File: config.mk
export PLATFORM = sky130hd
export DESIGN_NAME = dcache_top
export DESIGN_NICKNAME = d
export VERILOG_FILES = /design/src/logic/cache_pkg.sv /design/src/logic/way_ram.sv /design/src/logic/cache_way.sv /design/src/logic/cache_ctrl.sv /design/src/logic/dcache_top.sv
export VERILOG_INCLUDE_DIRS = /design/src /design/src/logic
export SDC_FILE = /design/constraint.sdc
export NUM_CORES = 2
export LEC_CHECK = 0
export BUFFER_PORTS_ARGS = -buffer_cell sky130_fd_sc_hd__buf_2
export CAP_MARGIN = 15
export CORE_MARGIN = 2
export CORE_UTILIZATION = 45
export DETAILED_ROUTE_END_ITERATION = 16
export HOLD_SLACK_MARGIN = 0.06
export SLEW_MARGIN = 20
export SYNTH_ARGS = -nofsm -noshare
export SYNTH_HDL_FRONTEND = slang
export SYNTH_HIERARCHICAL = 1
export SYNTH_SLANG_ARGS = --single-unit
File: constraint.sdc
create_clock -name clk -period 13.7 [get_ports clk]
set_input_delay 1.37 -clock clk [delete_from_list [all_inputs] [get_ports clk]]
set_output_delay 1.37 -clock clk [all_outputs]
set_load 0.005 [all_outputs]
File: src/logic/cache_params.svh
`ifndef CACHE_PARAMS_SVH
`define CACHE_PARAMS_SVH

// one-word lines, 16 sets per way
`define CACHE_SETS 16
`define CIDX_W     4
`define COFF_W     2

`define ADDR_W     32
`define DATA_W     32

// tag is what is left above index and offset
`define CTAG_W     (`ADDR_W - `CIDX_W - `COFF_W)

`define CACHE_WAYS 2

`endif

File: src/logic/cache_pkg.sv
`include "cache_params.svh"

package cache_pkg;

    // access size of a cpu load or store
    typedef enum logic [1:0] {
        SZ_BYTE = 2'b00,
        SZ_HALF = 2'b01,
        SZ_WORD = 2'b10
    } size_t;

    typedef logic [`CTAG_W-1:0] ctag_t;
    typedef logic [`DATA_W-1:0] word_t;

    typedef struct packed {
        logic [`ADDR_W-1:0] addr;
        size_t              size;
        logic               wr;     // store when set
        word_t              wdata;  // store data, low bytes
    } cpu_req_t;

    typedef struct packed {
        logic  done;
        word_t rdata;
    } cpu_rsp_t;

    typedef struct packed {
        logic               rd;     // held until ack
        logic               wr;     // held until ack
        logic [`ADDR_W-1:0] addr;   // word aligned
        word_t              wdata;
    } mem_req_t;

    typedef struct packed {
        logic  ack;                 // single cycle
        word_t rdata;
    } mem_rsp_t;

endpackage

File: src/logic/way_ram.sv
`timescale 1ns/10ps

`include "cache_params.svh"

// one entry per set, sync write, async read
module way_ram #(
    parameter type payload_t = logic [7:0]
) (
    input  logic               clk,
    input  logic               we,
    input  logic [`CIDX_W-1:0] waddr,
    input  payload_t           wdata,
    input  logic [`CIDX_W-1:0] raddr,
    output payload_t           rdata
);

    payload_t mem [`CACHE_SETS];

    always_ff @(posedge clk) begin
        if (we) begin
            mem[waddr] <= wdata;
        end
    end

    // read sees the old entry until the write edge
    assign rdata = mem[raddr];

endmodule

File: src/logic/cache_way.sv
`timescale 1ns/10ps

`include "cache_params.svh"

module cache_way (
    input  logic               clk,
    input  logic               rst,
    input  logic [`ADDR_W-1:0] addr,
    input  cache_pkg::size_t   size,
    input  logic               rep,     // this way is the victim
    input  logic               we,
    input  logic               wp,      // fill
    input  logic               wm,      // whole word from memory
    input  logic               wd,
    input  cache_pkg::word_t   data_w,
    output logic               hit,
    output logic               need_r,  // dirty
    output cache_pkg::ctag_t   ctag_r,
    output cache_pkg::word_t   data_r,
    output cache_pkg::word_t   data_s
);

    import cache_pkg::*;

    ctag_t              addr_tag;
    logic [`CIDX_W-1:0] addr_idx;
    logic [`COFF_W-1:0] addr_off;

    logic [3:0] mask_a;
    word_t      data_a;
    logic [3:0] lane_mask;
    word_t      lane_data;
    word_t      data_x;

    logic [`CACHE_SETS-1:0] valid;
    logic [`CACHE_SETS-1:0] dirty;

    logic ctag_we;
    logic data_we;

    assign {addr_tag, addr_idx, addr_off} = addr;

    // store data replicated across lanes, mask picks the bytes
    always_comb begin
        case (size)
            SZ_BYTE: begin
                mask_a = 4'b0001 << addr_off;
                data_a = {4{data_w[7:0]}};
            end
            SZ_HALF: begin
                mask_a = addr_off[1] ? 4'b1100 : 4'b0011;
                data_a = {2{data_w[15:0]}};
            end
            default: begin
                mask_a = 4'b1111;
                data_a = data_w;
            end
        endcase
    end

    assign ctag_we = we & wp & rep;
    assign data_we = we & (wp ? rep : hit);

    always_ff @(posedge clk) begin
        if (rst) begin
            valid <= '0;
            dirty <= '0;
        end else if (we) begin
            if (wp & rep)
                valid[addr_idx] <= 1'b1;
            if (wp ? rep : hit)
                dirty[addr_idx] <= wd;
        end
    end

    way_ram #(.payload_t(ctag_t)) u_tag_ram (
        .clk   (clk),
        .we    (ctag_we),
        .waddr (addr_idx),
        .wdata (addr_tag),
        .raddr (addr_idx),
        .rdata (ctag_r)
    );

    assign lane_mask = wm ? 4'hf : mask_a;
    assign lane_data = wm ? data_w : data_a;   // refill writes the full word

    for (genvar l = 0; l < 4; l++) begin : g_lane
        way_ram #(.payload_t(logic [7:0])) u_data_ram (
            .clk   (clk),
            .we    (data_we & lane_mask[l]),
            .waddr (addr_idx),
            .wdata (lane_data[8*l +: 8]),
            .raddr (addr_idx),
            .rdata (data_x[8*l +: 8])
        );
    end

    assign data_r = valid[addr_idx] ? data_x : '0;
    assign hit    = valid[addr_idx] && (addr_tag == ctag_r);
    assign need_r = dirty[addr_idx];

    // load data moved down to bit 0
    assign data_s = data_r >> {addr_off, 3'b000};

endmodule

File: src/logic/cache_ctrl.sv
`timescale 1ns/10ps

`include "cache_params.svh"

module cache_ctrl (
    input  logic               clk,
    input  logic               rst,
    input  logic               req_valid,
    input  cache_pkg::cpu_req_t cpu_req,
    output logic               busy,
    output cache_pkg::cpu_rsp_t cpu_rsp,
    output logic [`ADDR_W-1:0] addr,
    output cache_pkg::size_t   size,
    output logic [1:0]         rep,
    output logic               we,
    output logic               wp,
    output logic               wm,
    output logic               wd,
    output cache_pkg::word_t   wdata,
    input  logic [1:0]         hit,
    input  logic [1:0]         need_r,
    input  cache_pkg::ctag_t   ctag_r [2],
    input  cache_pkg::word_t   data_r [2],
    input  cache_pkg::word_t   data_s [2],
    output cache_pkg::mem_req_t mem_req,
    input  cache_pkg::mem_rsp_t mem_rsp
);

    import cache_pkg::*;

    typedef enum logic [2:0] {
        S_IDLE,
        S_LOOKUP,
        S_WB,
        S_REFILL,
        S_DONE
    } state_t;

    state_t   state;
    state_t   state_n;
    cpu_req_t req_q;
    word_t    rdata_q;

    logic [`CACHE_SETS-1:0] lru;   // names the way to evict next
    logic [`CIDX_W-1:0]     idx;
    logic                   accept;
    logic                   victim;
    logic                   hit_way;

    assign idx     = req_q.addr[`COFF_W +: `CIDX_W];
    assign busy    = (state == S_LOOKUP) || (state == S_WB) || (state == S_REFILL);
    assign accept  = req_valid && !busy;
    assign hit_way = hit[1];

    // lru starts at way 0 and flips on each fill,
    // so an empty way is always the one it names
    assign victim = lru[idx];
    assign rep    = victim ? 2'b10 : 2'b01;

    assign addr = req_q.addr;
    assign size = req_q.size;

    assign cpu_rsp.done  = (state == S_DONE);
    assign cpu_rsp.rdata = rdata_q;

    always_comb begin
        state_n = state;
        we      = 1'b0;
        wp      = 1'b0;
        wm      = 1'b0;
        wd      = 1'b0;
        wdata   = req_q.wdata;
        mem_req = '0;
        case (state)
            S_IDLE, S_DONE: begin
                state_n = accept ? S_LOOKUP : S_IDLE;
            end
            S_LOOKUP: begin
                if (|hit) begin
                    we      = req_q.wr;   // store hit marks the line dirty
                    wd      = 1'b1;
                    state_n = S_DONE;
                end else if (need_r[victim]) begin
                    state_n = S_WB;
                end else begin
                    state_n = S_REFILL;
                end
            end
            S_WB: begin
                mem_req.wr    = 1'b1;
                mem_req.addr  = {ctag_r[victim], idx, {`COFF_W{1'b0}}};
                mem_req.wdata = data_r[victim];
                if (mem_rsp.ack)
                    state_n = S_REFILL;
            end
            S_REFILL: begin
                mem_req.rd   = 1'b1;
                mem_req.addr = {req_q.addr[`ADDR_W-1:`COFF_W], {`COFF_W{1'b0}}};
                if (mem_rsp.ack) begin
                    we      = 1'b1;
                    wp      = 1'b1;
                    wm      = 1'b1;
                    wdata   = mem_rsp.rdata;
                    state_n = S_LOOKUP;   // replay as a hit
                end
            end
            default: state_n = S_IDLE;
        endcase
    end

    always_ff @(posedge clk) begin
        if (rst) begin
            state <= S_IDLE;
            lru   <= '0;
        end else begin
            state <= state_n;
            if (state == S_LOOKUP && |hit)
                lru[idx] <= ~hit_way;
            else if (state == S_REFILL && mem_rsp.ack)
                lru[idx] <= ~victim;
        end
    end

    always_ff @(posedge clk) begin
        if (accept)
            req_q <= cpu_req;
        if (state == S_LOOKUP && |hit)
            rdata_q <= req_q.wr ? '0 : data_s[hit_way];   // stores return zero
    end

endmodule

File: src/logic/dcache_top.sv
`timescale 1ns/10ps

`include "cache_params.svh"

module dcache_top (
    input  logic                clk,
    input  logic                rst,
    input  logic                req_valid,
    input  cache_pkg::cpu_req_t cpu_req,
    output logic                busy,
    output cache_pkg::cpu_rsp_t cpu_rsp,
    output cache_pkg::mem_req_t mem_req,
    input  cache_pkg::mem_rsp_t mem_rsp
);

    import cache_pkg::*;

    logic [`ADDR_W-1:0]     way_sel_addr;
    size_t                  size;
    logic [`CACHE_WAYS-1:0] rep;
    logic                   we;
    logic                   wp;
    logic                   wm;
    logic                   wd;
    word_t                  wdata;

    logic [`CACHE_WAYS-1:0] hit;
    logic [`CACHE_WAYS-1:0] need_r;
    ctag_t                  ctag_r [`CACHE_WAYS];
    word_t                  data_r [`CACHE_WAYS];
    word_t                  data_s [`CACHE_WAYS];

    cache_ctrl u_ctrl (
        .clk       (clk),
        .rst       (rst),
        .req_valid (req_valid),
        .cpu_req   (cpu_req),
        .busy      (busy),
        .cpu_rsp   (cpu_rsp),
        .addr      (way_sel_addr),
        .size      (size),
        .rep       (rep),
        .we        (we),
        .wp        (wp),
        .wm        (wm),
        .wd        (wd),
        .wdata     (wdata),
        .hit       (hit),
        .need_r    (need_r),
        .ctag_r    (ctag_r),
        .data_r    (data_r),
        .data_s    (data_s),
        .mem_req   (mem_req),
        .mem_rsp   (mem_rsp)
    );

    for (genvar g = 0; g < `CACHE_WAYS; g++) begin : g_way
        cache_way u_way (
            .clk    (clk),
            .rst    (rst),
            .addr   (way_sel_addr),
            .size   (size),
            .rep    (rep[g]),
            .we     (we),
            .wp     (wp),
            .wm     (wm),
            .wd     (wd),
            .data_w (wdata),
            .hit    (hit[g]),
            .need_r (need_r[g]),
            .ctag_r (ctag_r[g]),
            .data_r (data_r[g]),
            .data_s (data_s[g])
        );
    end

endmodule

# [Word-level counts from Yosys, hierarchy flattened]
# Memory sizes are Yosys's and may differ from the RTL's. A register that Yosys moved wholly into a read port is not among the register bits.
# Cells that the tools add are included.
[totals] wordCells=165 input_bits=103 memories=10 ram_bits=1856 regBits=182
[memory_table] name="g_way[0].u_way.u_tag_ram.mem" words=16 word_bits=26 rd=1 rd_ports_with_merged_regs=1 write_ports=1 line_no="way_ram.sv:17" rtl="payload_t mem [`CACHE_SETS];"
[memory_table] name="g_way[1].u_way.u_tag_ram.mem" words=16 word_bits=26 rd=1 rd_ports_with_merged_regs=1 write_ports=1 line_no="way_ram.sv:17"
[memory_table] name="g_way[0].u_way.g_lane[0].u_data_ram.mem" words=16 word_bits=8 rd=1 rd_ports_with_merged_regs=1 write_ports=1 line_no="way_ram.sv:17"
[memory_table] name="g_way[0].u_way.g_lane[1].u_data_ram.mem" words=16 word_bits=8 rd=1 rd_ports_with_merged_regs=1 write_ports=1 line_no="way_ram.sv:17"
[memory_table] name="g_way[0].u_way.g_lane[2].u_data_ram.mem" words=16 word_bits=8 rd=1 rd_ports_with_merged_regs=1 write_ports=1 line_no="way_ram.sv:17"
[memory_table] name="g_way[0].u_way.g_lane[3].u_data_ram.mem" words=16 word_bits=8 rd=1 rd_ports_with_merged_regs=1 write_ports=1 line_no="way_ram.sv:17"
[memory_table] name="4 more memories"
[classes] magnitude_cmp=5 n_eq_ne=9 reduce_logical=19 bitwise_logic=21 n_mux=87 n_shift=3
[op_table] cell="$mux 32" n=12
[op_table] cell="$pmux 32 s2" n=2
[op_table] cell="$mux 26" n=3
[op_table] cell="$bwmux 16" n=4
[op_table] cell="$shr 32x5->32" n=2
[op_table] cell="$eq 26x26->1" n=2
[op_table] cell="$mux 4" n=12
[op_table] cell="$mux 1" n=39
[op_table] cell="$mux 16" n=2
[op_table] cell="$or 16x16->16" n=2
[op_table] cell="$bmux 1 s4" n=5
[op_table] cell="$and 1x1->1" n=15
[op_table] cell="$pmux 3 s4" n=1
[op_table] cell="$reduce_and 2->1" n=5
[op_table] cell="$mux 3" n=3
[op_table] cell="$pmux 4 s2" n=1
[op_table] cell="$eq 3x2->1 const B" n=2
[op_table] cell="$logic_and 1x1->1" n=6
[op_table] cell="$lt 4x5->1 const B" n=1
[op_table] cell="$demux 1 s4" n=1
[op_table] cell="$ge 2x2->1 const B" n=2
[op_table] cell="$ge 4x1->1 const B" n=1
[op_table] cell="$ne 2x2->1 const B" n=2
[op_table] cell="$not 1->2" n=2
[op_table] cell="other kinds (14)" n=17

# [Logic depth before layout (Yosys ltp)]
[logic_depth] word_depth=10 depth_mapped=23

# [Cells and area by module]
# Netlist, hierarchy kept.
[by_module_without_submodules] module="way_ram (g_way[0].u_way.g_lane[0].u_data_ram ...)" area_each_um2=4987.3 cells_each=221 instances=8
[by_module_without_submodules] module="way_ram (g_way[0].u_way.u_tag_ram ...)" area_each_um2=15856.5 cells_each=660 instances=2
[by_module_without_submodules] module="cache_ctrl" area_each_um2=6698.9 cells_each=651 instances=1
[by_module_without_submodules] module="cache_way" area_each_um2=3145.5 cells_each=378 instances=2

# [Worst setup path after synthesis]
# OpenSTA, ideal clock, no wires.
[synth_timing] path_type="register to register" from="register u_ctrl.req_q, in the netlist u_ctrl/addr[2]" to="memory g_way[0].u_way/u_tag_ram/mem[0][0] (netlist bit) (enable)" t_required_ns=13.258 arrival_ns=7.200 n_path_buf=5 setup_slack_ns=6.058 path_stages_with_launch=19 cell_sequence="edfxtp_1 -> buf_4 -> buf_6 -> buf_2 -> mux4_2 -> a22oi_1 -> nand2_1 -> xnor2_1 -> nand4_1 -> nor4_1 -> and3_1 -> clkbuf_1 -> o21a_1 -> nand2_1 -> nand2_1 -> and3_1 -> buf_2 -> or3b_2 -> nor3_1"
[synth_via] elab_chain_len=10 elab_cells_between_ends=16 classes_between="mux: 11; bitwise: 2; reduce/logical: 3"
[synth_lines] element="start, declared" line_no="cache_ctrl.sv:41" rtl="cpu_req_t req_q;"
[synth_lines] element="start signal, assigned" line_no="cache_ctrl.sv:126" rtl="req_q <= cpu_req;"
[synth_lines] element="$bmux 1 s4" line_no="cache_way.sv:100" rtl="assign hit = valid[addr_idx] && (addr_tag == ctag_r);"
[synth_lines] element="$mux 1 (not written as such)" line_no="cache_way.sv:100"
[synth_lines] element="$logic_and 1x1->1" line_no="cache_way.sv:100"
[synth_lines] element="net hit[1]" line_no="dcache_top.sv:27" rtl="logic [`CACHE_WAYS-1:0] hit;"
[synth_lines] element="$reduce_or 2->1" line_no="cache_ctrl.sv:79" rtl="if (|hit) begin"
[synth_lines] element="$mux 1" line_no="cache_ctrl.sv:79"
[synth_lines] element="$pmux 1 s2" line_no="cache_ctrl.sv:74" rtl="case (state)"
[synth_lines] element="net we" line_no="dcache_top.sv:21" rtl="logic we;"
[synth_lines] element="$and 1x1->1 (2 in series)" line_no="cache_way.sv:61" rtl="assign ctag_we = we & wp & rep;"
[synth_lines] element="net g_way[0].u_way.ctag_we" line_no="cache_way.sv:38" rtl="logic ctag_we;"
[synth_lines] element="$mux 1" line_no="way_ram.sv:20" rtl="if (we) begin"
[synth_lines] element="$mux 1 (not written as such)" line_no="way_ram.sv:21" rtl="mem[waddr] <= wdata;"
[synth_lines] element="end, declared" line_no="way_ram.sv:17"
# The timed path passes the listed nets, and every way through them passes these cells. The select of a mux whose other input is x is not followed.

# [Worst setup path in the final report]
[layout_timing] from="register u_ctrl.req_q, in the netlist u_ctrl/addr[3]" to="memory g_way[0].u_way/g_lane[2].u_data_ram/mem[0][6] (netlist bit) (enable)"
[layout_via] elab_chain_len=10 elab_cells_between_ends=17 classes_between="mux: 12; bitwise: 2; reduce/logical: 3"
[layout_lines] element="$bmux 1 s4" line_no="cache_way.sv:100"
[layout_lines] element="$mux 1 (not written as such)" line_no="cache_way.sv:100"
[layout_lines] element="$logic_and 1x1->1" line_no="cache_way.sv:100"
[layout_lines] element="net hit[1]" line_no="dcache_top.sv:27"
[layout_lines] element="$reduce_or 2->1" line_no="cache_ctrl.sv:79"
[layout_lines] element="$mux 1" line_no="cache_ctrl.sv:79"
[layout_lines] element="$pmux 1 s2" line_no="cache_ctrl.sv:74"
[layout_lines] element="net we" line_no="dcache_top.sv:21"
[layout_lines] element="$and 1x1->1" line_no="cache_way.sv:62" rtl="assign data_we = we & (wp ? rep : hit);"
[layout_lines] element="$and 1x1->1" line_no="cache_way.sv:91" rtl=".we (data_we & lane_mask[l]),"
[layout_lines] element="$mux 1" line_no="way_ram.sv:20"
[layout_lines] element="$mux 1 (not written as such)" line_no="way_ram.sv:21"
[layout_lines] element="end, declared" line_no="way_ram.sv:17"
# The timed path passes the listed nets, and every way through them passes these cells. The select of a mux whose other input is x is not followed.

==> qor.txt <==
Slew margin rel. - 23.9%
Syn Inst Count - 4495
Worst setup path category - register to register
CTS Buf Count - 203
Yosys Warn Count - 6
Core Util, Final - 50.7%
CTS clk-pin slew, worst paths - 0.06 ns
Port bufs - 200
CTS Hold Bufs - 0
Worst VDD drop - 0.000133 V
Slew @ Worst Pin - 1.14 ns
DRC - 0
Worst setup SP type - register
H-tree depth - 4
Most frequent cells after synthesis - edfxtp_1 (1955), mux4_2 (289), nor2_1 (281), a22oi_1 (233), mux4_1 (194)
Total core area - 0.187 sq mm
RSZ-0062 raised after global routing - no
Count leader, synth - edfxtp_1
Mean post-synth cell area - 18.8 sq um
Cell Pwr Density - 157 mW/mm^2
Top cell type's share of synthesized area - 69.4%
Io pins - 203
Mapped Area - 0.0846 sq mm
Internal Power - 11000 uW
Static leakage - 0.0314 uW
Count of final max-slew check failures - 0
Initial Util - 45.2%
CTS resizes - 0
Cell family with most CP delay - simple AND/OR/NAND/NOR gates
CTS tree - built
Die Wd - 438 microns
Outcome - finished, final reports clean
CP Data Required Time - 14.12 ns
Drt first pass iters - 6
Area leader, netlist - edfxtp_1
Setup bufs post-CTS - 0
DR vias/cell - 5.95
Switching pwr - 3890 uW
Die H - 438 microns
Sw frac - 26.1%
Max-cap viol count - 0
Slowest cell on the critical path - nor4_2
Clock sinks - 2038
Final hold vios - 0
Starting DRC count in detailed routing - 4301
WL/cell - 28.7 microns
Combinational fraction of design power - 14.5%
Later-pin clock latency in the skew report - 0.84 ns
Crit-path cells - buf_4 -> buf_4 -> mux4_2 -> a22oi_1 -> nand2_1 -> xnor2_1 -> nand4_1 -> nor4_2 -> and3_2 -> buf_4 -> o21a_2 -> nand2_1 -> nand2_1 -> and3_1 -> nor2_1 -> a21oi_1 -> or3b_2 -> nor3_1
Post-synthesis sequential area ratio - 71.4%
Worst-path fanout max - 62
Crit path DAT - 9.96 ns
Die area - 0.191 sq mm
# fillers - 15000
Vias in the first global route - 43100
EDFF count, synth - 1955
Fmax - 105 MHz
Pin count of the biggest net entering global routing - 142
Primary FF master, synth - edfxtp_1
Gr usage total - 21.9%
Distinct cell type count after synthesis - 52
Critical path buffers and inverters - 3
Setup violators final - 0
Sequential share of power - 47.8%
Initial antenna violation count - 8
Share of cells above drive strength 1 - 22.1%
Area Overhead vs Synth - 12.2%
Via count - 43900
Setup Skew - 0.0450 ns
Global route overflow - 0
Synth Register Bits - 2038
# rows - 159
Crit end category - register
Root Buffer Master - clkbuf_16
Slowest stage delay, CP - 0.85 ns
Detail Route Antenna Nets - 0
Final GP Congestion - 0.845
Final Cycle Share - 69.6%
Clock power frac - 37.7%
Final instance area - 0.0949 sq mm
Total negative setup slack - 0 ns
# nets final - 4822
HPWL after detailed placement - 128000 microns
Final wirelength - 212000 microns
Min Tclk post-route - 9.54 ns
Post-synth ARST share - 0%
Max clock buf depth - 3
DP Area - 0.0880 sq mm
Worst Hold Class - register to register
First-pass GRT wire length - 305000 microns
Area contributors post-synth - edfxtp_1 (69%), mux4_2 (7.7%), mux4_1 (6.0%)
-- tightest hold or removal path, delay by kind of cell (launching register included) --
family,cells,cell delay (ns)
DFF,1,0.32
AOI/OAI and AO/OA,1,0.04
and+or+nand+nor,1,0.07
-- final cells by class --
type / count / area, sq um / share of cell area, %
antenna: 5 / 12.5 / 0.0132
clock buffer: 237 / 5210 / 5.49
clock inverter: 137 / 1570 / 1.65
inverter: 33 / 124 / 0.131
multi-input combinational: 2120 / 22400 / 23.6
sequential: 2038 / 60400 / 63.6
tap: 2495 / 3120 / 3.29
timing repair buffer: 323 / 2080 / 2.19
-- cells in the final DEF, fill, tap and decap left out, drive strengths merged, types with 48 or more instances in the layout --
master	netlist	final
buf	172	323
clkbuf	109	237
o21ai	89	89
a22oi	233	233
nor3	48	48
and2	102	102
mux4	483	483
edfxtp	1955	1955
nand2b	72	72
nand2	188	188
clkinv	0	100
nor2	281	281
a21oi	102	102
mux2i	160	160
mux2	65	65
nand4	48	48
dfxtp	83	83
xnor2	52	52
-- power by group through the flow --
stage / clock network [uW] / logic [uW] / registers, uW
final: 5640 / 2160 / 7140
after global routing: 5990 / 2280 / 7140
after CTS: 5750 / 2160 / 7140
after detailed placement: 0 / 2150 / 7270
after global placement: 0 / 2130 / 7270
after floorplan: 0 / 1350 / 7270
-- cells by family (layout without fill, tap and decap cells) --
group	count (synthesis)	in the layout	share of synthesized area, %
AO/OA/AOI/OAI	498	498	3.98
XOR/XNOR	52	52	0.538
buffers and inverters	338	730	2.61
flip-flops	2038	2038	71.4
multiplexers	708	708	16.5
other	1	7	0.00443
AND/OR/NAND/NOR	860	860	5.03
-- per-stage QoR --
stage                     cells  setup WS (ns)  power [uW]  hold WS (ns)
after floorplan            4496           6.06        8630         0.428
after global placement     7004           4.23        9400         0.441
after detailed placement   7007           4.06        9430         0.449
after CTS                  7381           3.98       15100         0.466
after global routing       7383           3.53       15400         0.479
final                      7388           4.16       14900         0.463
-- layer usage --
layer  up-vias  global-route usage [%]  part of all wire (%)
met1     23000                    31.4                    42
met2      1778                    33.8                    47
met3       358                    3.99                   7.6
met4         0                    7.91                   3.6
li1      18800                       -                     -
met5         -                       0                     0
-- final timing paths --
path                                                   endpoint  cells after the start               startpoint  slack, ns
setup / recovery  g_way[0].u_way/g_lane[2].u_data_ram/mem[0][6]                     18           u_ctrl/addr[3]       4.16
hold / removal                          g_way[1].u_way/valid[3]                      2  g_way[1].u_way/valid[3]       0.46
setup reg to reg  g_way[0].u_way/g_lane[2].u_data_ram/mem[0][6]                     18           u_ctrl/addr[3]       4.16
hold reg to reg                         g_way[1].u_way/valid[3]                      2  g_way[1].u_way/valid[3]       0.46
-- sequential cells by signal, indices dropped and copies added (netlist names) --
signal / cells
g_way.u_way/dirty: 32
g_way.u_way/g_lane.u_data_ram/mem: 1024
g_way.u_way/u_tag_ram/mem: 832
g_way.u_way/valid: 32
u_ctrl/addr: 32
u_ctrl/lru: 16
u_ctrl/rdata_q: 32
u_ctrl/req_q: 33
u_ctrl/size: 2
u_ctrl/state: 3
(Power assumes the default switching activity.)
